==> src/axi_ram_pkg.sv <==
// Widths fixed for a 4 KiB byte address space of 32-bit words; change them here only
package axi_ram_pkg;

	//////////////////////////////
	// Bus widths
	//////////////////////////////

	localparam int ID_WIDTH = 4;
	localparam int DATA_WIDTH = 32;
	localparam int STRB_WIDTH = DATA_WIDTH / 8;
	localparam int ADDR_WIDTH = 12;

	// Byte address minus the two offset bits of a 32-bit word
	localparam int WORD_ADDR_WIDTH = ADDR_WIDTH - 2;

	// AXI4 burst length field, beats = value + 1
	localparam int LEN_WIDTH = 8;

	//////////////////////////////
	// Vector types
	//////////////////////////////

	// Transaction ID, echoed on B and R
	typedef logic [ID_WIDTH-1:0] id_t;

	// Byte address as seen on AW and AR
	typedef logic [ADDR_WIDTH-1:0] addr_t;

	// Word index into the array, reduced modulo the depth in the array itself
	typedef logic [WORD_ADDR_WIDTH-1:0] word_addr_t;

	// One beat on W or R, one word in the array
	typedef logic [DATA_WIDTH-1:0] data_t;

	// One enable per byte lane
	typedef logic [STRB_WIDTH-1:0] strb_t;

	typedef logic [LEN_WIDTH-1:0] len_t;

endpackage

==> src/ram_port_if.sv <==
// One write port and one read port on the same array; no arbitration, both may fire in a cycle
`timescale 1ns/100ps

interface ram_port_if;

	import axi_ram_pkg::*;

	// Write port, one full or partial word per cycle
	logic wr_en;
	word_addr_t wr_addr;
	data_t wr_data;
	strb_t wr_strb;

	// Read port, data registered in the array
	logic rd_en;
	word_addr_t rd_addr;
	data_t rd_data;

	modport writer (
		output wr_en,
		output wr_addr,
		output wr_data,
		output wr_strb
	);

	modport reader (
		output rd_en,
		output rd_addr
	);

	modport memory (
		input wr_en,
		input wr_addr,
		input wr_data,
		input wr_strb,
		input rd_en,
		input rd_addr,
		output rd_data
	);

endinterface

==> src/axi_read_engine.sv <==
// INCR full-width bursts only, one burst in flight; first beat two cycles after the AR handshake
`timescale 1ns/100ps

module axi_read_engine (
	input logic aclk,
	input logic aresetn,

	// Read address channel
	input axi_ram_pkg::id_t arid,
	input axi_ram_pkg::addr_t araddr,
	input axi_ram_pkg::len_t arlen,
	input logic arvalid,
	output logic arready,

	// Read data channel, rdata comes from the array
	output axi_ram_pkg::id_t rid,
	output logic rlast,
	output logic rvalid,
	input logic rready,

	ram_port_if.reader ram
);

	import axi_ram_pkg::*;

	typedef enum logic [1:0] {
		R_IDLE,
		R_FETCH,
		R_DATA
	} rd_state_t;

	rd_state_t state;

	id_t id_q;
	word_addr_t word_q;
	len_t beats_left;

	logic ar_hs;
	logic r_hs;
	logic fetch;

	assign ar_hs = arvalid && arready;
	assign r_hs = rvalid && rready;

	//////////////////////////////
	// Channel control
	//////////////////////////////

	always_ff @(posedge aclk or negedge aresetn) begin
		if (!aresetn) begin
			state <= R_IDLE;
		end else begin
			case (state)
				R_IDLE: begin
					if (ar_hs)
						state <= R_FETCH;
				end
				// First word is in flight from the array
				R_FETCH: begin
					state <= R_DATA;
				end
				R_DATA: begin
					if (r_hs && rlast)
						state <= R_IDLE;
				end
				default: state <= R_IDLE;
			endcase
		end
	end

	assign arready = (state == R_IDLE);

	// Data is valid from the cycle after the first fetch until the last beat is taken
	assign rvalid = (state == R_DATA);
	assign rid = id_q;

	//////////////////////////////
	// Fetch and beat counting
	//////////////////////////////

	// Next word is fetched only when the current one is consumed,
	// so rdata holds while rready is low
	assign fetch = (state == R_FETCH) || (r_hs && !rlast);

	always_ff @(posedge aclk or negedge aresetn) begin
		if (!aresetn)
			beats_left <= '0;
		else if (ar_hs)
			beats_left <= arlen;
		else if (r_hs)
			beats_left <= beats_left - 1'b1;
	end

	// Counter reaches zero on the beat whose number equals arlen
	assign rlast = rvalid && (beats_left == '0);

	// Payload registers, no reset
	always_ff @(posedge aclk) begin
		if (ar_hs) begin
			id_q <= arid;
			word_q <= araddr[ADDR_WIDTH-1:2];
		end else if (fetch) begin
			word_q <= word_q + 1'b1;
		end
	end

	assign ram.rd_en = fetch;
	assign ram.rd_addr = word_q;

endmodule

==> src/flat_wrapper.sv <==
// flat-port wrapper written by rule: the top's interface ports become plain ports
module axi_read_engine_flat import axi_ram_pkg::*;
  (aclk, aresetn, arid, araddr, arlen, arvalid, arready, rid, rlast, rvalid, rready, ram_rd_en, ram_rd_addr);
  ram_port_if ram_i ();
  input logic aclk;
  input logic aresetn;
  input axi_ram_pkg::id_t arid;
  input axi_ram_pkg::addr_t araddr;
  input axi_ram_pkg::len_t arlen;
  input logic arvalid;
  output logic arready;
  output axi_ram_pkg::id_t rid;
  output logic rlast;
  output logic rvalid;
  input logic rready;
  output wire logic [$bits(ram_i.rd_en)-1:0] ram_rd_en;
  output wire logic [$bits(ram_i.rd_addr)-1:0] ram_rd_addr;
  assign ram_rd_en = ram_i.rd_en;
  assign ram_rd_addr = ram_i.rd_addr;
  axi_read_engine u_core (.aclk(aclk), .aresetn(aresetn), .arid(arid), .araddr(araddr), .arlen(arlen), .arvalid(arvalid), .arready(arready), .rid(rid), .rlast(rlast), .rvalid(rvalid), .rready(rready), .ram(ram_i));
endmodule
==> config.mk <==
export PLATFORM = sky130hd
export DESIGN_NAME = axi_read_engine_flat
export DESIGN_NICKNAME = d
export VERILOG_FILES = /design/src/axi_ram_pkg.sv /design/src/ram_port_if.sv /design/src/axi_read_engine.sv /design/src/flat_wrapper.sv
export SDC_FILE = /design/constraint.sdc
export NUM_CORES = 1
export LEC_CHECK = 0
export BUFFER_PORTS_ARGS = -buffer_cell sky130_fd_sc_hd__buf_2
export CORE_UTILIZATION = 44
export DETAILED_ROUTE_END_ITERATION = 6
export PLACE_DENSITY = 0.8
export SYNTH_ARGS = -nofsm -noshare
export SYNTH_HDL_FRONTEND = slang
export SYNTH_SLANG_ARGS = --single-unit
==> constraint.sdc <==
create_clock -name aclk -period 2 [get_ports aclk]
set_clock_uncertainty 0.1 [all_clocks]
set_input_delay 0.4 -clock aclk [delete_from_list [all_inputs] [get_ports aclk]]
set_output_delay 0.4 -clock aclk [all_outputs]
set_load 0.02 [all_outputs]
=== Yosys cells after proc, flatten, opt, wreduce, memory -nomap -nowiden ===
Index checks and enable logic that the tools add are counted.

* Equal/unequal tests: 4
* $lt $le $gt $ge: 0
* $mul: 0
* Reductions and logical operators: 12
* Shift-type cells: 0
* Bitwise gates (word level): 0
* Add/subtract/negate cells: 2
* Div/mod/pow operators: 0
* Mux-type cells: 7

{| class="wikitable"
|+ Operators by type and width
! cell !! number
|-
| two-way mux 10 bit || 2
|-
| two-way mux 8 bit || 2
|-
| adder 10 x 1 -> 10 bit, second input constant || 1
|-
| logical NOT 8 bit || 1
|-
| subtractor 8 x 1 -> 8 bit, second input constant || 1
|-
| one-hot mux 2 bit (3 select lines) || 1
|-
| logical AND 1 bit || 5
|-
| two-way mux 2 bit || 2
|-
| inequality test 2 bit, second input constant || 2
|-
| nonzero test 2 bit || 2
|-
| equality test 2 x 1 -> 1 bit, second input constant || 1
|-
| equality test 2 bit, second input constant || 1
|-
| logical NOT 2 bit || 1
|-
| AND reduction 2 bit || 1
|-
| logical NOT 1 bit || 1
|-
| logical OR 1 bit || 1
|}

* Bits in latches: 0
* Memory bits (read-only): 0
* Register bits after elaboration: 24
* Output and inout bits: 18
* Input bits: 28
* Memories: 0
* Logic and storage cells: 29
* Memory bits (writable): 0

=== Depth between registers and ports, before layout ===
* Depth in word-level cells: 7
* Mapped depth: 6
* Gate-level depth less buffers: 5

=== Worst setup path before layout ===
Ideal clock, no wire load.

* Kind: register to register
* Start: reg u_core.state[1]
* End: reg u_core.word_q[0], in the netlist u_core.ram.rd_addr[0], enable pin
* Path slack: -18 ps
* Stages on the path, launching flop included: 5
* Clock period less this slack: 2018 ps
* Setup time: 381 ps
* Buffers on the path: 2
* Required time: 1519 ps
* Data arrival time: 1537 ps
* Cells stage by stage: dfrtp_1 > or3b_2 > buf_2 > clkbuf_1 > o211ai_1

* Longest elaborated chain between the ends: 6
* Elaborated cells between the ends (all ways): 10
* Classes of those cells: eq/ne (2); reduce/logical (8)

{| class="wikitable"
|+ RTL lines
! what !! line !! RTL
|-
| from (decl) || axi_read_engine.sv:32 || <nowiki>rd_state_t state;</nowiki>
|-
| from (signal assigned) || axi_read_engine.sv:51 || <nowiki>state <= R_IDLE;</nowiki>
|-
| from (signal assigned) || axi_read_engine.sv:56 || <nowiki>state <= R_FETCH;</nowiki>
|-
| from (signal assigned) || axi_read_engine.sv:60 || <nowiki>state <= R_DATA;</nowiki>
|-
| equality test 2 bit || axi_read_engine.sv:74 || <nowiki>assign rvalid = (state == R_DATA);</nowiki>
|-
| logical AND 1 bit || axi_read_engine.sv:95 || <nowiki>assign rlast = rvalid && (beats_left == '0);</nowiki>
|-
| logical NOT 1 bit || axi_read_engine.sv:83 || <nowiki>assign fetch = (state == R_FETCH) || (r_hs && !rlast);</nowiki>
|-
| logical AND 1 bit || axi_read_engine.sv:83 ||
|-
| logical OR 1 bit || axi_read_engine.sv:83 ||
|-
| nonzero test 2 bit (no source line) (*) || -- ||
|-
| to (signal assigned) || axi_read_engine.sv:101 || <nowiki>word_q <= araddr[ADDR_WIDTH-1:2];</nowiki>
|-
| to (signal assigned) || axi_read_engine.sv:103 || <nowiki>word_q <= word_q + 1'b1;</nowiki>
|-
| to (decl) || axi_read_engine.sv:35 || <nowiki>word_addr_t word_q;</nowiki>
|}

Mark *: on every way between the ends. The rest lies on a longest branch, timed or not.
A chain may end at the register's enable or synchronous reset.

=== Worst setup path after layout ===
* Start: reg u_core.beats_left[4]
* End: out rlast

* Longest elaborated chain between the ends: 2

{| class="wikitable"
|+ RTL lines
! what !! line !! RTL
|-
| from (decl) || axi_read_engine.sv:36 || <nowiki>len_t beats_left;</nowiki>
|-
| from (signal assigned) || axi_read_engine.sv:89 || <nowiki>beats_left <= arlen;</nowiki>
|-
| from (signal assigned) || axi_read_engine.sv:91 || <nowiki>beats_left <= beats_left - 1'b1;</nowiki>
|-
| logical NOT 8 bit || axi_read_engine.sv:95 ||
|-
| logical AND 1 bit || axi_read_engine.sv:95 ||
|-
| to (decl) || flat_wrapper.sv:13 || <nowiki>output logic rlast;</nowiki>
|}

No other way between the ends.

==> results.md <==
- Status: complete, but fails checks
- Failing checks: setup timing
- Vias in the first global route: 1247
- Switching power: 1.16 mW
- Starting density of the core: 46.9%
- First-pass GRT wire length: roughly 5200 µm
- Worst Path Required: 1500 ps
- Max_cap viols: 0
- CP startpoint: u_core.beats_left[4]$_DFFE_PN0P_
- Mapped cell area: 1300 µm²
- Skew-Pair Late Insertion Delay: 320 ps
- Slew Viols, Final: 0
- Largest area contributor in the netlist: edfxtp_1
- Max Freq: 484 MHz
- Peak supply drop: roughly 0.0011 V
- Worst hold start: arid[0]
- Sw Ratio: 43.7%
- FF-to-FF path depth: 10
- Top post-synthesis cells by count: edfxtp_1 (14), nand2_1 (14), nor2_1 (11), o21ai_0 (11), dfrtp_1 (10)
- Hold path depth: 1
- Cell Int Power: 1.50 mW
- Routed wire length: 3130 µm
- CTS tree: yes
- Slew at the pin with the worst max-slew slack: 511 ps
- Reg clk slew, reported paths: 130 ps
- Logic pwr share: ~50%
- Clk buf depth: 2
- Final worst slack: -66.5 ps
- Synth unique cells: 37
- Final setup vio count: 2
- Worst setup EP type: output pin
- Num rows: 19
- Largest net degree at the start of global routing: 21
- Hold Path Class: in -> reg
- Syn Nets: 161
- Syn Inst Count: 130
- Post-route setup TNS: -128 ps
- Port buffer count: 43
- ANT cells: 0
- Final Critical Period: 2070 ps
- Ys async rst share: 41.7%
- #FFs+latches synth: 24
- Layout cell share with drive strength beyond 1: just under 40%
- Syn-to-layout area delta: 31.4%
- Part of the power in registers: 40.7%
- Primary FF master, synth: edfxtp_1
- Total iterations of the first detailed-routing run: 4
- Post-Synthesis Mean Instance Area: 10.0 µm²
- Worst-path maximum fanout: 3
- Top cells by area, synth: edfxtp_1 (32%), dfrtp_1 (19%), o21ai_0 (4.2%)
- GRT Residual Overflow: 0
- Signal arrival time at the worst endpoint: 1570 ps
- DRC: 0
- Startpoint Class: flip-flop
- Die ar.: 3180 µm²
- Fin util: just over 60%
- PwrDens: 1550 nW/µm²
- Io pins: 46
- Core area: 2780 µm²
- Crit share post-route: 103%
- Setup CP Type: reg -> out
- Die X: about 56 µm
- Tot Pwr: 2.66 mW
- Htree depth: 1
- Synth warn: 0
- Clock network power share: just over 8%
- Via Count: between 1000 and 1500
- Clk root buf: clkbuf_4
- Initial DRC count: 57
- Vias per inst: 5.63
- Die Ht: 56.4 µm
- Leakage: 0.754 nW
- Post-synth top area share: 32.2%
- Hpwl dp: 2210 µm
- TritonCTS Buffers: 3
- Initial antenna violation count: 0
- Sequential share of the synthesized area: 51.4%
- Post-synth EDFFs: 14
- RSZ-0062 raised after global routing: true
- Final ANT Viol Nets: 0
- Routability cong.: approximately 0.87
- DR WL/cell: 14.2 µm
- Clk sink count: 24
- Worst r2r src: u_core.beats_left[4]$_DFFE_PN0P_
- Final #Nets: 221
- Endpoints failing hold: 0
- Global-route usage over all layers: between 20% and 30%
- Relative slew slack: 65.6%
## per-stage QoR
stage               instance area (µm²)  instances  hold slack, ps  worst slack, ps
floorplan                          1310        130            4.41             1.63
global placement                   1560        204             171              194
detailed placement                 1560        204             178              175
CTS                                1700        220             142            -67.6
global route                       1710        220             122             -160
finish                             1710        220             151            -66.5
## placed cells by master, fill, tap and decap left out, types with 3 or more instances in the layout
cell / synthesis / layout
a31oi_1: 7 / 7
buf_2: 1 / 42
buf_4: 1 / 16
clkbuf_4: 0 / 3
dfrtp_1: 10 / 9
edfxtp_1: 14 / 14
ha_1: 3 / 3
inv_1: 6 / 6
nand2_1: 14 / 14
nand3_1: 7 / 7
nand4_1: 4 / 4
nor2_1: 11 / 11
o21ai_0: 11 / 10
o311ai_0: 3 / 3
or3_1: 4 / 4
xor2_1: 3 / 3
## sequential cells by signal (all words and copies together) (netlist names)
signal	count
u_core.state	2
u_core.ram.rd_addr	10
u_core.beats_left	8
u_core.rid	4
## cells by family after synthesis
| kind of cell | Yosys count | synth area share [%] |
|---|---|---|
| flip-flops | 24 | 51.4 |
| AND/OR/NAND/NOR | 60 | 25.5 |
| XOR/XNOR | 5 | 3.36 |
| adder cells (fa/ha/maj) | 3 | 2.88 |
| buffers and inverters | 12 | 4.41 |
| AO/OA/AOI/OAI | 26 | 12.4 |
## per-layer routing
| layer | global-route usage, % | wire length [µm] |
|---|---|---|
| met1 | 23.4 | 1280 |
| met2 | 38.2 | 1690 |
| met3 | 3.23 | 113 |
| met4 | 7.32 | 43 |
| met5 | 0 | 0 |
## worst max-delay path: stages, from the launching register on
cell     delay, ps
dfrtp_1        440
nor4_4         320
and3_4         250
and2_4         140
buf_6          100
## path summary, 6_finish.rpt
path | slack [ps] | to
worst max-delay path | -70 | rlast
worst min-delay path | 150 | u_core.rid[0]$_DFFE_PP_
worst max register to register | 90 | u_core.state[1]$_DFFE_PN0P_
worst min register to register | 510 | u_core.beats_left[7]$_DFFE_PN0P_
max in group asynchronous | 1230 | u_core.beats_left[3]$_DFFE_PN0P_
min in group asynchronous | 350 | u_core.state[1]$_DFFE_PN0P_
## final cells by class
cell class                      count  area [µm²]
Fill cell                         246        1070
Sequential cell                    24         672
Multi-Input combinational cell     94         598
Timing Repair Buffer               60         352
Tap cell                           31        38.8
Inverter                            7        26.3
Clock buffer                        3        22.5
Clock inverter                      1        3.75
## power by group through the flow
stage               Clock [mW]  Combinational (mW)  Sequential [mW]
global route             0.247                1.50             1.11
finish                   0.221                1.36             1.08
detailed placement           0                1.15             1.09
floorplan                    0               0.668             1.18
CTS                      0.232                1.33             1.06
global placement             0                1.11             1.06
## repair_timing
| item | 4_1_cts | 5_1_grt |
|---|---|---|
| setup buffers | 11 | 0 |
| resized for setup | 5 | 3 |
| pin swaps | 3 | 0 |
| hold buffers | 1 | 0 |
| setup endpoints to repair | 2 | 3 |
| endpoints found under the hold margin | 10 | 0 |
No activity file was read; power rests on OpenSTA's default activity.
