`config.mk`:
```
export PLATFORM = sky130hd
export DESIGN_NAME = axi_write_engine_flat
export DESIGN_NICKNAME = d
export VERILOG_FILES = /design/src/axi_ram_pkg.sv /design/src/ram_port_if.sv /design/src/axi_write_engine.sv /design/src/flat_wrapper.sv
export SDC_FILE = /design/constraint.sdc
export NUM_CORES = 1
export LEC_CHECK = 0
export BUFFER_PORTS_ARGS = -buffer_cell sky130_fd_sc_hd__clkbuf_2
export CORE_AREA = 2 2 64 66
export CTS_CLUSTER_SIZE = 8
export DETAILED_ROUTE_END_ITERATION = 16
export DIE_AREA = 0 0 66 68
export HOLD_SLACK_MARGIN = 0.02
export PLACE_DENSITY = 0.94
export SLEW_MARGIN = 5
export SYNTH_ARGS = -nofsm -noshare
export SYNTH_HDL_FRONTEND = slang
export SYNTH_SLANG_ARGS = --single-unit
```
`constraint.sdc`:
```
create_clock -name aclk -period 4.5 [get_ports aclk]
set_input_delay 0.675 -clock aclk [delete_from_list [all_inputs] [get_ports aclk]]
set_output_delay 0.675 -clock aclk [all_outputs]
set_load 0.05 [all_outputs]
```
`src/axi_ram_pkg.sv`:
```
// Widths fixed for a 4 KiB byte address space of 32-bit words; change them here only
package axi_ram_pkg;

	//////////////////////////////
	// Bus widths
	//////////////////////////////

	localparam int ID_WIDTH = 4;
	localparam int DATA_WIDTH = 32;
	localparam int STRB_WIDTH = DATA_WIDTH / 8;
	localparam int ADDR_WIDTH = 12;

	// Byte address minus the two offset bits of a 32-bit word
	localparam int WORD_ADDR_WIDTH = ADDR_WIDTH - 2;

	// AXI4 burst length field, beats = value + 1
	localparam int LEN_WIDTH = 8;

	//////////////////////////////
	// Vector types
	//////////////////////////////

	// Transaction ID, echoed on B and R
	typedef logic [ID_WIDTH-1:0] id_t;

	// Byte address as seen on AW and AR
	typedef logic [ADDR_WIDTH-1:0] addr_t;

	// Word index into the array, reduced modulo the depth in the array itself
	typedef logic [WORD_ADDR_WIDTH-1:0] word_addr_t;

	// One beat on W or R, one word in the array
	typedef logic [DATA_WIDTH-1:0] data_t;

	// One enable per byte lane
	typedef logic [STRB_WIDTH-1:0] strb_t;

	typedef logic [LEN_WIDTH-1:0] len_t;

endpackage

```
`src/ram_port_if.sv`:
```
// One write port and one read port on the same array; no arbitration, both may fire in a cycle
`timescale 1ns/100ps

interface ram_port_if;

	import axi_ram_pkg::*;

	// Write port, one full or partial word per cycle
	logic wr_en;
	word_addr_t wr_addr;
	data_t wr_data;
	strb_t wr_strb;

	// Read port, data registered in the array
	logic rd_en;
	word_addr_t rd_addr;
	data_t rd_data;

	modport writer (
		output wr_en,
		output wr_addr,
		output wr_data,
		output wr_strb
	);

	modport reader (
		output rd_en,
		output rd_addr
	);

	modport memory (
		input wr_en,
		input wr_addr,
		input wr_data,
		input wr_strb,
		input rd_en,
		input rd_addr,
		output rd_data
	);

endinterface

```
`src/axi_write_engine.sv`:
```
// INCR full-width bursts only, one burst in flight; beats past awlen are accepted but not stored
`timescale 1ns/100ps

module axi_write_engine (
	input logic aclk,
	input logic aresetn,

	// Write address channel
	input axi_ram_pkg::id_t awid,
	input axi_ram_pkg::addr_t awaddr,
	input axi_ram_pkg::len_t awlen,
	input logic awvalid,
	output logic awready,

	// Write data channel
	input axi_ram_pkg::data_t wdata,
	input axi_ram_pkg::strb_t wstrb,
	input logic wlast,
	input logic wvalid,
	output logic wready,

	// Write response channel
	output axi_ram_pkg::id_t bid,
	output logic bvalid,
	input logic bready,

	ram_port_if.writer ram
);

	import axi_ram_pkg::*;

	typedef enum logic [1:0] {
		W_IDLE,
		W_DATA,
		W_RESP
	} wr_state_t;

	wr_state_t state;

	id_t id_q;
	word_addr_t word_q;
	len_t beats_left;
	logic overrun;

	logic aw_hs;
	logic w_hs;

	assign aw_hs = awvalid && awready;
	assign w_hs = wvalid && wready;

	//////////////////////////////
	// Channel control
	//////////////////////////////

	always_ff @(posedge aclk or negedge aresetn) begin
		if (!aresetn) begin
			state <= W_IDLE;
		end else begin
			case (state)
				W_IDLE: begin
					if (aw_hs)
						state <= W_DATA;
				end
				W_DATA: begin
					if (w_hs && wlast)
						state <= W_RESP;
				end
				W_RESP: begin
					if (bready)
						state <= W_IDLE;
				end
				default: state <= W_IDLE;
			endcase
		end
	end

	// Handshake outputs decode straight from the state register
	assign awready = (state == W_IDLE);
	assign wready = (state == W_DATA);
	assign bvalid = (state == W_RESP);
	assign bid = id_q;

	//////////////////////////////
	// Burst tracking
	//////////////////////////////

	// Count beats against awlen so a burst that runs long cannot spill over
	always_ff @(posedge aclk or negedge aresetn) begin
		if (!aresetn) begin
			beats_left <= '0;
			overrun <= 1'b0;
		end else if (aw_hs) begin
			beats_left <= awlen;
			overrun <= 1'b0;
		end else if (w_hs) begin
			if (beats_left == '0)
				overrun <= 1'b1;
			else
				beats_left <= beats_left - 1'b1;
		end
	end

	// ID and word address carry no reset
	always_ff @(posedge aclk) begin
		if (aw_hs) begin
			id_q <= awid;
			word_q <= awaddr[ADDR_WIDTH-1:2];
		end else if (w_hs) begin
			word_q <= word_q + 1'b1;
		end
	end

	// Accepted beat goes to the array on the same edge
	assign ram.wr_en = w_hs && !overrun;
	assign ram.wr_addr = word_q;
	assign ram.wr_data = wdata;
	assign ram.wr_strb = wstrb;

endmodule

```
`src/flat_wrapper.sv`:
```
// flat-port wrapper written by rule: the top's interface ports become plain ports
module axi_write_engine_flat import axi_ram_pkg::*;
  (aclk, aresetn, awid, awaddr, awlen, awvalid, awready, wdata, wstrb, wlast, wvalid, wready, bid, bvalid, bready, ram_wr_en, ram_wr_addr, ram_wr_data, ram_wr_strb);
  ram_port_if ram_i ();
  input logic aclk;
  input logic aresetn;
  input axi_ram_pkg::id_t awid;
  input axi_ram_pkg::addr_t awaddr;
  input axi_ram_pkg::len_t awlen;
  input logic awvalid;
  output logic awready;
  input axi_ram_pkg::data_t wdata;
  input axi_ram_pkg::strb_t wstrb;
  input logic wlast;
  input logic wvalid;
  output logic wready;
  output axi_ram_pkg::id_t bid;
  output logic bvalid;
  input logic bready;
  output wire logic [$bits(ram_i.wr_en)-1:0] ram_wr_en;
  output wire logic [$bits(ram_i.wr_addr)-1:0] ram_wr_addr;
  output wire logic [$bits(ram_i.wr_data)-1:0] ram_wr_data;
  output wire logic [$bits(ram_i.wr_strb)-1:0] ram_wr_strb;
  assign ram_wr_en = ram_i.wr_en;
  assign ram_wr_addr = ram_i.wr_addr;
  assign ram_wr_data = ram_i.wr_data;
  assign ram_wr_strb = ram_i.wr_strb;
  axi_write_engine u_core (.aclk(aclk), .aresetn(aresetn), .awid(awid), .awaddr(awaddr), .awlen(awlen), .awvalid(awvalid), .awready(awready), .wdata(wdata), .wstrb(wstrb), .wlast(wlast), .wvalid(wvalid), .wready(wready), .bid(bid), .bvalid(bvalid), .bready(bready), .ram(ram_i));
endmodule
```
; ---- After elaboration in Yosys (flattened, before gate mapping)
; Index checks and enable logic that the tools add are counted.
[totals]
register_bits = 25
in_bits = 66
output_inout_bits = 54
wordCells = 37
[op_classes]
n_addsub = 2
n_eq_ne = 6
n_mux = 12
reduce_logical = 12
[ops]
columns = cell, count
row1 = 8-bit two-way mux, 3
row2 = 10-bit two-way mux, 2
row3 = 10-bit by 1-bit adder with 10-bit output (second input constant), 1
row4 = 8-bit zero test, 1
row5 = 8-bit by 1-bit subtractor with 8-bit output (second input constant), 1
row6 = 2-bit two-way mux, 3
row7 = 2-bit one-hot mux with 3 select lines, 1
row8 = 1-bit logical AND, 4
row9 = 2-bit by 1-bit inequality test with 1-bit output (second input constant), 2
row10 = 2-bit inequality test (second input constant), 2
row11 = 2-bit AND reduction, 2
row12 = 2-bit nonzero test, 2
row13 = 1-bit two-way mux, 3
row14 = 3-bit AND reduction, 1
row15 = 2-bit by 1-bit equality test with 1-bit output (second input constant), 1
row16 = 2-bit equality test (second input constant), 1
row17 = 2-bit zero test, 1
row18 = 1-bit zero test, 1

; ---- Longest topological paths before layout
; Gate-level depths: netlist of the first run.
[logic_depth]
word_depth = 5
ltp_mapped = 6
mapped_depth_nobuf = 6

; ---- Least setup slack after synthesis of the first run
; No wires, ideal clock.
[synth_path]
path_kind = input to output
start = input port wvalid
end = output port ram_wr_en
t_arrival_ps = 1438
required_ps = 3825
path_slack_ps = 2387
stages = 2
cell_sequence = nand3b_4 > nor2_1
[synth_between]
elab_chain_cells = 2
[synth_lines]
columns = element, line_no
row1 = "start, declared", flat_wrapper.sv:15  ; input logic wvalid;
row2 = 1-bit logical AND, axi_write_engine.sv:49  ; assign w_hs = wvalid && wready;
row3 = 1-bit logical AND, axi_write_engine.sv:114  ; assign ram.wr_en = w_hs && !overrun;
row4 = "end, declared", flat_wrapper.sv:20  ; output wire logic [$bits(ram_i.wr_en)-1:0] ram_wr_en;
; Every way passes these cells.

; ---- Worst setup path in the final report of the first run
[layout_path]
start = register u_core.state[0]
end = register u_core.word_q[6] (netlist: u_core.ram.wr_addr[6]), data pin
[layout_between]
elab_chain_cells = 3
[layout_lines]
columns = element, line_no
row1 = "start, declared", axi_write_engine.sv:38  ; wr_state_t state;
row2 = "start signal, assigned", axi_write_engine.sv:57  ; state <= W_IDLE;
row3 = "start signal, assigned", axi_write_engine.sv:62  ; state <= W_DATA;
row4 = "start signal, assigned", axi_write_engine.sv:66  ; state <= W_RESP;
row5 = 2-bit zero test, axi_write_engine.sv:78  ; assign awready = (state == W_IDLE);
row6 = 1-bit logical AND, axi_write_engine.sv:48  ; assign aw_hs = awvalid && awready;
row7 = 10-bit two-way mux, axi_write_engine.sv:105  ; if (aw_hs) begin
row8 = "end signal, assigned", axi_write_engine.sv:107  ; word_q <= awaddr[ADDR_WIDTH-1:2];
row9 = "end signal, assigned", axi_write_engine.sv:109  ; word_q <= word_q + 1'b1;
row10 = "end, declared", axi_write_engine.sv:41  ; word_addr_t word_q;
; Every way passes these cells.
; A chain may end at the register's enable or synchronous reset.

==> results of run 1 <==
==> cells by family (layout without fill, tap and decap cells) <==
| logic type | after synthesis | in the layout | share of synthesized area, % |
|---|---|---|---|
| compound gates | 23 | 23 | 9.406 |
| flops | 25 | 25 | 42.87 |
| fa+ha+maj | 2 | 2 | 1.542 |
| mux | 3 | 3 | 2.159 |
| xor+xnor | 10 | 10 | 5.397 |
| simple gates | 57 | 57 | 19.66 |
| buf+inv | 46 | 55 | 18.97 |
==> final cells by class <==
| type | count | share of cell area [%] |
|---|---|---|
| inverter | 6 | 1.345 |
| clock buffer | 3 | 2.466 |
| tap | 50 | 3.737 |
| clock inverter | 1 | 0.4484 |
| sequential | 25 | 41.55 |
| multi-input combinational | 95 | 37.00 |
| timing repair buffer | 45 | 13.45 |
==> metal layers <==
metal  vias to the layer above  global-route usage [%]  routed length [um]
li1                        544                       -                   -
met3                         0                   4.112                 216
met5                         -                       0                   0
met4                         0                   1.276                   0
met1                       523                   15.26                1247
met2                        41                   24.62                1404
==> worst max-delay path: stages, from the launching register on <==
cell	delay (ns)
dfrtp_1	0.44
nor2_1	0.14
nand2_1	0.27
inv_1	0.80
o21ai_0	0.22
==> worst paths after layout <==
kind / from / to / slack (ns) / cells after the start
max in group asynchronous: aresetn / u_core.beats_left[4] / 4.02 / 1
setup reg to reg: u_core.state[0] / u_core.ram.wr_addr[6] / 2.33 / 4
hold / removal: aresetn / u_core.beats_left[3] / 0.26 / 1
setup / recovery: u_core.state[0] / u_core.ram.wr_addr[6] / 2.33 / 4
min in group aclk: u_core.overrun / u_core.overrun / 0.53 / 2
hold reg to reg: u_core.overrun / u_core.overrun / 0.53 / 2
==> power breakdown <==
group | total (W) | switching [W] | internal [W]
Combinational | 0.000643 | 0.000441 | 0.000202
Sequential | 0.000485 | 0.000112 | 0.000373
Clock | 0.000136 | 0.0000737 | 0.0000627
Total | 0.00126 | 0.000627 | 0.000637
==> metrics by stage <==
step	hold slack [ns]	utilization, %	cells	power [W]
2_1_floorplan	0.3794	-	166	0.001077
3_3_place_gp	0.4807	42.15	221	0.001115
3_5_place_dp	0.5135	42.15	221	0.001138
4_1_cts	0.2595	43.41	225	0.001277
5_1_grt	0.2723	43.41	225	0.001355
6_report	0.2608	43.41	225	0.001265
==> flip-flops by register name (all words and copies together) (netlist names) <==
signal	flops
u_core.ram.wr_addr	10
u_core.beats_left	8
u_core.bid	4
u_core.state	2
u_core.overrun	1
==> cells in the mapped netlist (all sizes together), types with 3 or more instances <==
cell type	n	area share (%)
o21ai	14	4.8
edfxtp	14	26
nand3	4	1.2
inv	6	1.4
dfrtp	11	17
clkbuf	4	0.92
buf	36	17
nor3	3	1.2
nor2	11	2.5
xnor2	8	4.3
nand2	23	5.3
nor2b	3	1.2
a31oi	3	1.2
==> impl_metrics.yaml, run 1 <==
synth:
  ys_ff_latch: 25
  synth_nets: 234
  synthCells: 166
  synth_edf_count: 14
  synth_area_per_cell_um2: 9.776
  async_flop_share_pct: 44.00
  syn-cell-area_um2: 1623
  ys_types: 38
  synth_ff_type: "edfxtp_1"
  yosysWarningCount: 0
  yosysSeqAreaShare_pct: 42.87
timing:
  period_needed_ns: 2.166
  finalHoldViolCount: 0
  worst_slew_pin_slew_ns: 0.9558
  post-route-period-util_pct: 48.12
  max_freq_mhz: 461.8
  fin_ws_ns: 2.334
  finalSetupViolCount: 0
  drv_slew: 0
  grt_setup_unrepaired: "false"
  max_slew_margin_pct: 36.21
  skew_ns: 0.005847
  final.setup.tns_ns: 0
routing:
  wirelength_um: 2868
  drt-initial-drc-count: 93
  vias: 1108
  ant_nets: 0
  vias_per_cell: 4.924
  drc_errors: 0
  wl_per_cell_um: 12.75
  firstDrtPassIters: 4
die:
  start_util_pct: 42.08
  die_area_um2: 4488
  core_area_um2: 3856
  die_h_um: 68
  chipWidth_um: 66
  rows: 23
  pin_count: 120
final_layout:
  final-seq-area_um2: 695.7
  design_area_um2: 1674
  antenna_cells: 0
  nNetsFinal: 244
  layout-drive-gt1-share_pct: 34.29
  n_fill_cell: 384
  area_growth_pct: 3.161
  layout_commonest_cell: "clkbuf_2"
  multi_input_area_um2: 619.3
  final_cell_mix: "clkbuf_2 (45), nand2_1 (23), edfxtp_1 (14)"
placed_design:
  pre_cts_slack_ns: 2.147
  placed_area_um2: 1625
  io_buffers: 45
  detailed_place_hpwl_um: 2195
  gp_congestion: 0.8678
cts:
  clkSinkCount: 25
  cts_resized: 0
  h-tree-depth: 1
  clk_pin_slew_ns: 0.09
  cts_tree: "yes"
  clock-root-buffer: "clkbuf_8"
  clock_path_buffers: 2
  clk_latency_ns: 0.27
  cts_buffers: 3
  hold_buffers: 0
  post-cts-setup-buffers: 0
worst_setup_path:
  critical_path.startpoint_type: "flip-flop"
  critPathCaptureType: "flip-flop"
  critPathRequiredTime_ns: 4.49
  path_class: "flip-flop to flip-flop"
  crit_arrival_ns: 2.15
  path_max_fanout: 33
grt:
  grt_pass1_vias: 1064
  grt_overflow: 0
  antenna_found_initial: 0
  grt_pass1_wl_um: 4588
  track_usage_pct: 13.12
  grt_max_degree: 34
outcome:
  status: "finished clean"
power:
  p_leak_nw: 0.7264
  p_per_area_nw_per_um2: 755.3
  vdd_drop_max_v: 0.0002869
run:
  drv_cap: 0
hold_path:
  min_path_type: "input pin to async pin"
Note: power is estimated with default switching activity, not from simulation.
==> inputs of run 2 (changes only) <==
--- a/config.mk
+++ b/config.mk
@@ -5,13 +5,14 @@
 export SDC_FILE = /design/constraint.sdc
 export NUM_CORES = 1
 export LEC_CHECK = 0
+export ABC_AREA = 1
 export BUFFER_PORTS_ARGS = -buffer_cell sky130_fd_sc_hd__clkbuf_2
-export CORE_AREA = 2 2 64 66
+export CORE_AREA = 2 2 72 74
 export CTS_CLUSTER_SIZE = 8
 export DETAILED_ROUTE_END_ITERATION = 16
-export DIE_AREA = 0 0 66 68
+export DIE_AREA = 0 0 74 76
 export HOLD_SLACK_MARGIN = 0.02
-export PLACE_DENSITY = 0.94
+export PLACE_DENSITY = 0.83
 export SLEW_MARGIN = 5
 export SYNTH_ARGS = -nofsm -noshare
 export SYNTH_HDL_FRONTEND = slang
==> constraint.sdc (replaced) <==
create_clock -name aclk -period 1.8 [get_ports aclk]
set_input_delay 0.27 -clock aclk [delete_from_list [all_inputs] [get_ports aclk]]
set_output_delay 0.27 -clock aclk [all_outputs]
set_load 0.05 [all_outputs]
==> run 2 against run 1 <==
Against the previous run: first-iteration DRC count down 30%; via count up 21%; critical path depth up 2; highest routed layer is now met4; register-to-register slack worse by 2.1 ns; combinational power rose to 3.0 times the previous value; clock power rose to 2.5 times the previous value; synthesized cell count up 28%; utilization down 7.5 points; worst setup slack worse by 2.2 ns.
==> impl_metrics.yaml, run 2 <==
worst_setup_path:
  reg2reg_slack_ns: 0.26
  worstPathCellList: "inv_1 > nand2_1 > inv_2 > nand2_2 > nor2_2 > clkbuf_2"
  path_class: "flip-flop to primary output"
  critPathCaptureType: "primary output"
  critPathRequiredTime_ns: 1.53
  critPathMaxStageDelay_ns: 0.42
  crit_arrival_ns: 1.41
  critical_path.startpoint_type: "flip-flop"
  r2r_start: "u_core.ram.wr_addr[0]"
  r2r_cells: 6
  path_max_fanout: 6
  reg2reg_to: "u_core.ram.wr_addr[8]"
  crit_path_top_delay_cell: "dfrtp_1"
synth:
  synth.area.top_cells: "edfxtp_1 (24%), dfrtp_1 (16%), buf_4 (16%)"
  synth_edf_count: 14
  synthCells: 213
  ys_ff_latch: 25
  syn-cell-area_um2: 1724
  ys_types: 28
  synth_common_cells: "nand2_1 (66), buf_4 (36), inv_1 (17)"
  yosysWarningCount: 0
  synth_top_area_share_pct: 24.38
  synth_area_per_cell_um2: 8.095
  synth_ff_type: "edfxtp_1"
  synth.most_common_cell: "nand2_1"
  async_flop_share_pct: 44.00
  yosysTopAreaCell: "edfxtp_1"
  synth_nets: 281
  yosysSeqAreaShare_pct: 40.35
die:
  die_area_um2: 5624
  rows: 26
  chipWidth_um: 74
  pin_count: 120
  die_h_um: 76
  start_util_pct: 35.10
  core_area_um2: 4912
timing:
  skew_ns: 0.003993
  drv_slew: 0
  final.setup.tns_ns: 0
  worst_slew_pin_slew_ns: 0.4615
  finalHoldViolCount: 0
  finalSetupViolCount: 0
  hold_ws_ns: 0.1699
  max_slew_margin_pct: 68.99
  post-route-period-util_pct: 93.21
  period_needed_ns: 1.678
  max_freq_mhz: 596.1
  grt_setup_unrepaired: "false"
placed_design:
  gp_congestion: 0.8886
  io_buffers: 45
  detailed_place_hpwl_um: 2351
cts:
  clk_latency_ns: 0.27
  clkSinkCount: 25
  cts_buffers: 3
  h-tree-depth: 1
  post-cts-setup-buffers: 0
  cts_tree: "yes"
  clock_path_buffers: 2
  clock-root-buffer: "clkbuf_8"
  clk_pin_slew_ns: 0.09
power:
  vdd_drop_max_v: 0.0006592
  p_per_area_nw_per_um2: 1921
  power_w: 0.003392
  p_leak_nw: 0.8886
routing:
  wirelength_um: 3210
  drc_errors: 0
  vias: 1339
  firstDrtPassIters: 4
  ant_nets: 0
  wl_per_cell_um: 10.96
  vias_per_cell: 4.570
  drt-initial-drc-count: 65
grt:
  grt_max_degree: 27
  grt_overflow: 0
  track_usage_pct: 11.38
  grt_pass1_vias: 1163
  antenna_found_initial: 0
  grt_pass1_wl_um: 5092
final_layout:
  antenna_cells: 0
  nNetsFinal: 292
  largest_reg_flops: 10
  fin_util_pct: 35.94
  layout_commonest_cell: "nand2_1"
  layout-drive-gt1-share_pct: 26.46
  final_cell_mix: "nand2_1 (66), clkbuf_2 (45), inv_1 (17), nand3_1 (15), edfxtp_1 (14)"
  area_growth_pct: 2.395
hold_path:
  hp-start: "awid[3]"
  hold_path_depth: 1
  worstHoldEndpoint: "u_core.bid[3]"
  min_path_type: "input pin to flip-flop"
run:
  drv_cap: 0
outcome:
  status: "finished clean"
==> run 2: cell count changes after synthesis, moves of 3 or more <==
cell,previous run,this run
nand2_4,0,3
nand2_1,23,66
inv_1,6,17
clkbuf_1,4,0
a31oi_1,3,0
xnor2_1,8,2
nor2b_1,3,0
nand3_1,4,15
==> run 2: cell families (layout without fill, tap and decap cells) <==
logic type                 after synthesis  in the layout  synth area share, %
AOI/OAI and AO/OA                       20             20                6.386
xor gates and xnor gates                 3              3                1.524
adders and majority gates                2              2                1.451
buffers and inverters                   60             70                24.24
DFF                                     25             25                40.35
and+or+nand+nor                        103            103                26.05
==> run 2: metrics by stage <==
| step | setup slack [ns] | instances | instance area [um2] |
|---|---|---|---|
| 5_1_grt | 0.02384 | 293 | 1765 |
| 3_5_place_dp | 0.2631 | 288 | 1707 |
| 2_1_floorplan | 0.02105 | 213 | 1727 |
| 6_report | 0.1223 | 293 | 1765 |
| 3_3_place_gp | 0.2892 | 288 | 1707 |
| 4_1_cts | 0.09765 | 293 | 1765 |
==> run 2: final cells by class <==
type                    instances  area, um2
clock buffers                   3      41.29
clock inverters                 1      7.507
fillers                       523       3147
inverters                      20      85.08
multi-input cells             128      613.1
flip-flops and latches         25      695.7
well taps                      70      87.58
repair buffers                 46      235.2
==> run 2: critical path, delay by kind of cell (launching register included) <==
kind	cells	cell delay [ns]
buffers and inverters	3	0.45
AND/OR/NAND/NOR	3	0.28
flip-flops	1	0.42
==> run 2: routing by layer <==
metal  track usage [%]  vias up  share of wire [%]
met5                 0        -                  0
met4             2.727        0               0.65
met3             3.836        4                8.8
met2             19.11       60                 49
met1             13.83      612                 42
li1                  -      663                  -
==> run 2: repair_timing <==
action,CTS,global route
hold endpoints to repair,11,0
resized for setup,0,0
hold buffers,1,0
==> run 2: report_power, final <==
group          switching [W]  total, W  internal (W)
combinational        0.00139   0.00190      0.000515
clock               0.000187  0.000344      0.000157
sequential          0.000209   0.00114      0.000935
total                0.00179   0.00339       0.00161
==> run 2: worst max path at each step <==
stage,startpoint,cells after the start,endpoint
floorplan,u_core.ram.wr_addr[0],6,u_core.ram.wr_addr[8]
global placement,u_core.ram.wr_addr[0],6,u_core.ram.wr_addr[8]
detailed placement,u_core.ram.wr_addr[0],6,u_core.ram.wr_addr[8]
CTS,u_core.state[1],6,ram_wr_en
global route,u_core.state[1],6,ram_wr_en
finish,u_core.state[1],6,ram_wr_en
==> inputs of run 3 (changes only) <==
--- a/config.mk
+++ b/config.mk
@@ -7,12 +7,14 @@
 export LEC_CHECK = 0
 export ABC_AREA = 1
 export BUFFER_PORTS_ARGS = -buffer_cell sky130_fd_sc_hd__clkbuf_2
-export CORE_AREA = 2 2 72 74
+export CELL_PAD_IN_SITES_DETAIL_PLACEMENT = 2
+export CELL_PAD_IN_SITES_GLOBAL_PLACEMENT = 2
+export CORE_AREA = 2 2 99 101
 export CTS_CLUSTER_SIZE = 8
 export DETAILED_ROUTE_END_ITERATION = 16
-export DIE_AREA = 0 0 74 76
+export DIE_AREA = 0 0 101 103
 export HOLD_SLACK_MARGIN = 0.02
-export PLACE_DENSITY = 0.83
+export PLACE_DENSITY = 0.84
 export SLEW_MARGIN = 5
 export SYNTH_ARGS = -nofsm -noshare
 export SYNTH_HDL_FRONTEND = slang
==> run 3 against run 2 <==
Against the previous run: sequential share of layout area fell by 1.2 points; global-route usage decreased by 3.5 points; via count increased by 1.1%; critical path depth is the same; utilization is 17 points lower; first-iteration DRC count decreased by 62%; die area rose by 85%; worst setup slack got worse by 0.022 ns; cell count is 15% higher; routed wire length is 30% higher; final area increased by 3.1%; largest power group unchanged.
==> impl_metrics.yaml, run 3 (synthesis results as in run 2) <==
outcome:
  status: "finished clean"
final_layout:
  layout-drive-gt1-share_pct: 26.46
  nNetsFinal: 292
  largest_reg_flops: 10
  final_cell_mix: "nand2_1 (66), clkbuf_2 (44), inv_1 (17), nand3_1 (15), edfxtp_1 (14)"
  antenna_cells: 0
  layout_commonest_cell: "nand2_1"
  fin_cells: 337
  area_growth_pct: 5.588
cts:
  clk_pin_slew_ns: 0.10
  clkSinkCount: 25
  cts_tree: "yes"
  clock_path_buffers: 2
  cts_buffers: 3
  clock-root-buffer: "clkbuf_8"
  h-tree-depth: 1
  post-cts-setup-buffers: 0
  clk_latency_ns: 0.27
grt:
  grt_max_degree: 27
  antenna_found_initial: 0
  grt_pass1_wl_um: 6527
  grt_pass1_vias: 1398
  grt_overflow: 0
  track_usage_pct: 7.915
routing:
  drc_errors: 0
  ant_nets: 0
  firstDrtPassIters: 4
  wl_per_cell_um: 12.36
  vias: 1354
  vias_per_cell: 4.018
  wirelength_um: 4167
  drt-initial-drc-count: 25
timing:
  drv_slew: 0
  finalHoldViolCount: 0
  period_needed_ns: 1.700
  final.setup.tns_ns: 0
  max_slew_margin_pct: 66.14
  grt_setup_unrepaired: "false"
  finalSetupViolCount: 0
  post-route-period-util_pct: 94.45
  skew_ns: 0.005932
  fin_ws_ns: 0.09997
  max_freq_mhz: 588.2
  worst_slew_pin_slew_ns: 0.5040
die:
  rows: 36
  start_util_pct: 18.23
  core_area_um2: 9459
  chipWidth_um: 101
  die_h_um: 103
  pin_count: 120
  die_area_um2: 10400
worst_setup_path:
  path_class: "flip-flop to primary output"
  crit_arrival_ns: 1.43
  critPathRequiredTime_ns: 1.53
  critical_path.startpoint_type: "flip-flop"
  path_max_fanout: 6
  critPathCaptureType: "primary output"
placed_design:
  pre_cts_slack_ns: 0.2228
  io_buffers: 45
  dp_cells: 332
  detailed_place_hpwl_um: 3251
  gp_congestion: 0.7298
power:
  p_leak_nw: 0.8890
  p_per_area_nw_per_um2: 1894
  vdd_drop_max_v: 0.0005797
hold_path:
  min_path_type: "input pin to flip-flop"
run:
  drv_cap: 0
run 3: per-layer routing:
| layer | vias up | part of all wire, % | GRT usage [%] |
|---|---|---|---|
| met2 | 48 | 49 | 14.15 |
| li1 | 664 | - | - |
| met1 | 638 | 43 | 9.259 |
| met5 | - | 0 | 0 |
| met3 | 4 | 7.0 | 2.034 |
| met4 | 0 | 0.96 | 2.599 |
run 3: area by class of cell:
type	instances	area, um2
fillers	1108	7639
clock inverters	1	7.507
multi-input cells	128	613.1
clock buffers	3	41.29
well taps	114	142.6
flip-flops and latches	25	695.7
inverters	20	85.08
repair buffers	46	235.2
run 3: worst max-delay path: stages, from the launching register on:
cell	delay (ns)
dfrtp_1	0.42
inv_1	0.11
nand2_1	0.08
inv_2	0.08
nand2_2	0.11
nor2_2	0.10
buf_2	0.26
run 3: timing repair:
item / in CTS / in global routing
setup endpoints to repair: 0 / 1
gates resized for setup: 0 / 1
hold endpoints to repair: 11 / 0
hold buffers: 1 / 0
run 3: path summary, 6_finish.rpt:
path | slack [ns] | cells after the start | startpoint | endpoint
hold reg to reg | 0.50 | 2 | u_core.beats_left[5] | u_core.beats_left[5]
max in group asynchronous | 1.14 | 2 | aresetn | u_core.beats_left[6]
min in group asynchronous | 0.41 | 2 | aresetn | u_core.beats_left[3]
setup reg to reg | 0.23 | 6 | u_core.ram.wr_addr[0] | u_core.ram.wr_addr[8]
hold / removal | 0.17 | 1 | awid[1] | u_core.bid[1]
setup / recovery | 0.1 | 6 | u_core.state[1] | ram_wr_en
run 3: stage by stage:
stage | area, um2 | util (%) | hold WS [ns] | total power [W]
2_1_floorplan | 1727 | - | -0.02559 | 0.002935
3_3_place_gp | 1762 | 18.62 | 0.1762 | 0.003056
3_5_place_dp | 1762 | 18.62 | 0.1768 | 0.003149
4_1_cts | 1821 | 19.25 | 0.1562 | 0.003522
5_1_grt | 1821 | 19.25 | 0.1522 | 0.003751
6_report | 1821 | 19.25 | 0.1672 | 0.003449
run 3: power breakdown:
group | internal (W) | total, W | switching, W
Sequential | 0.000935 | 0.00115 | 0.000219
Combinational | 0.000515 | 0.00195 | 0.00143
Clock | 0.000157 | 0.000349 | 0.000192
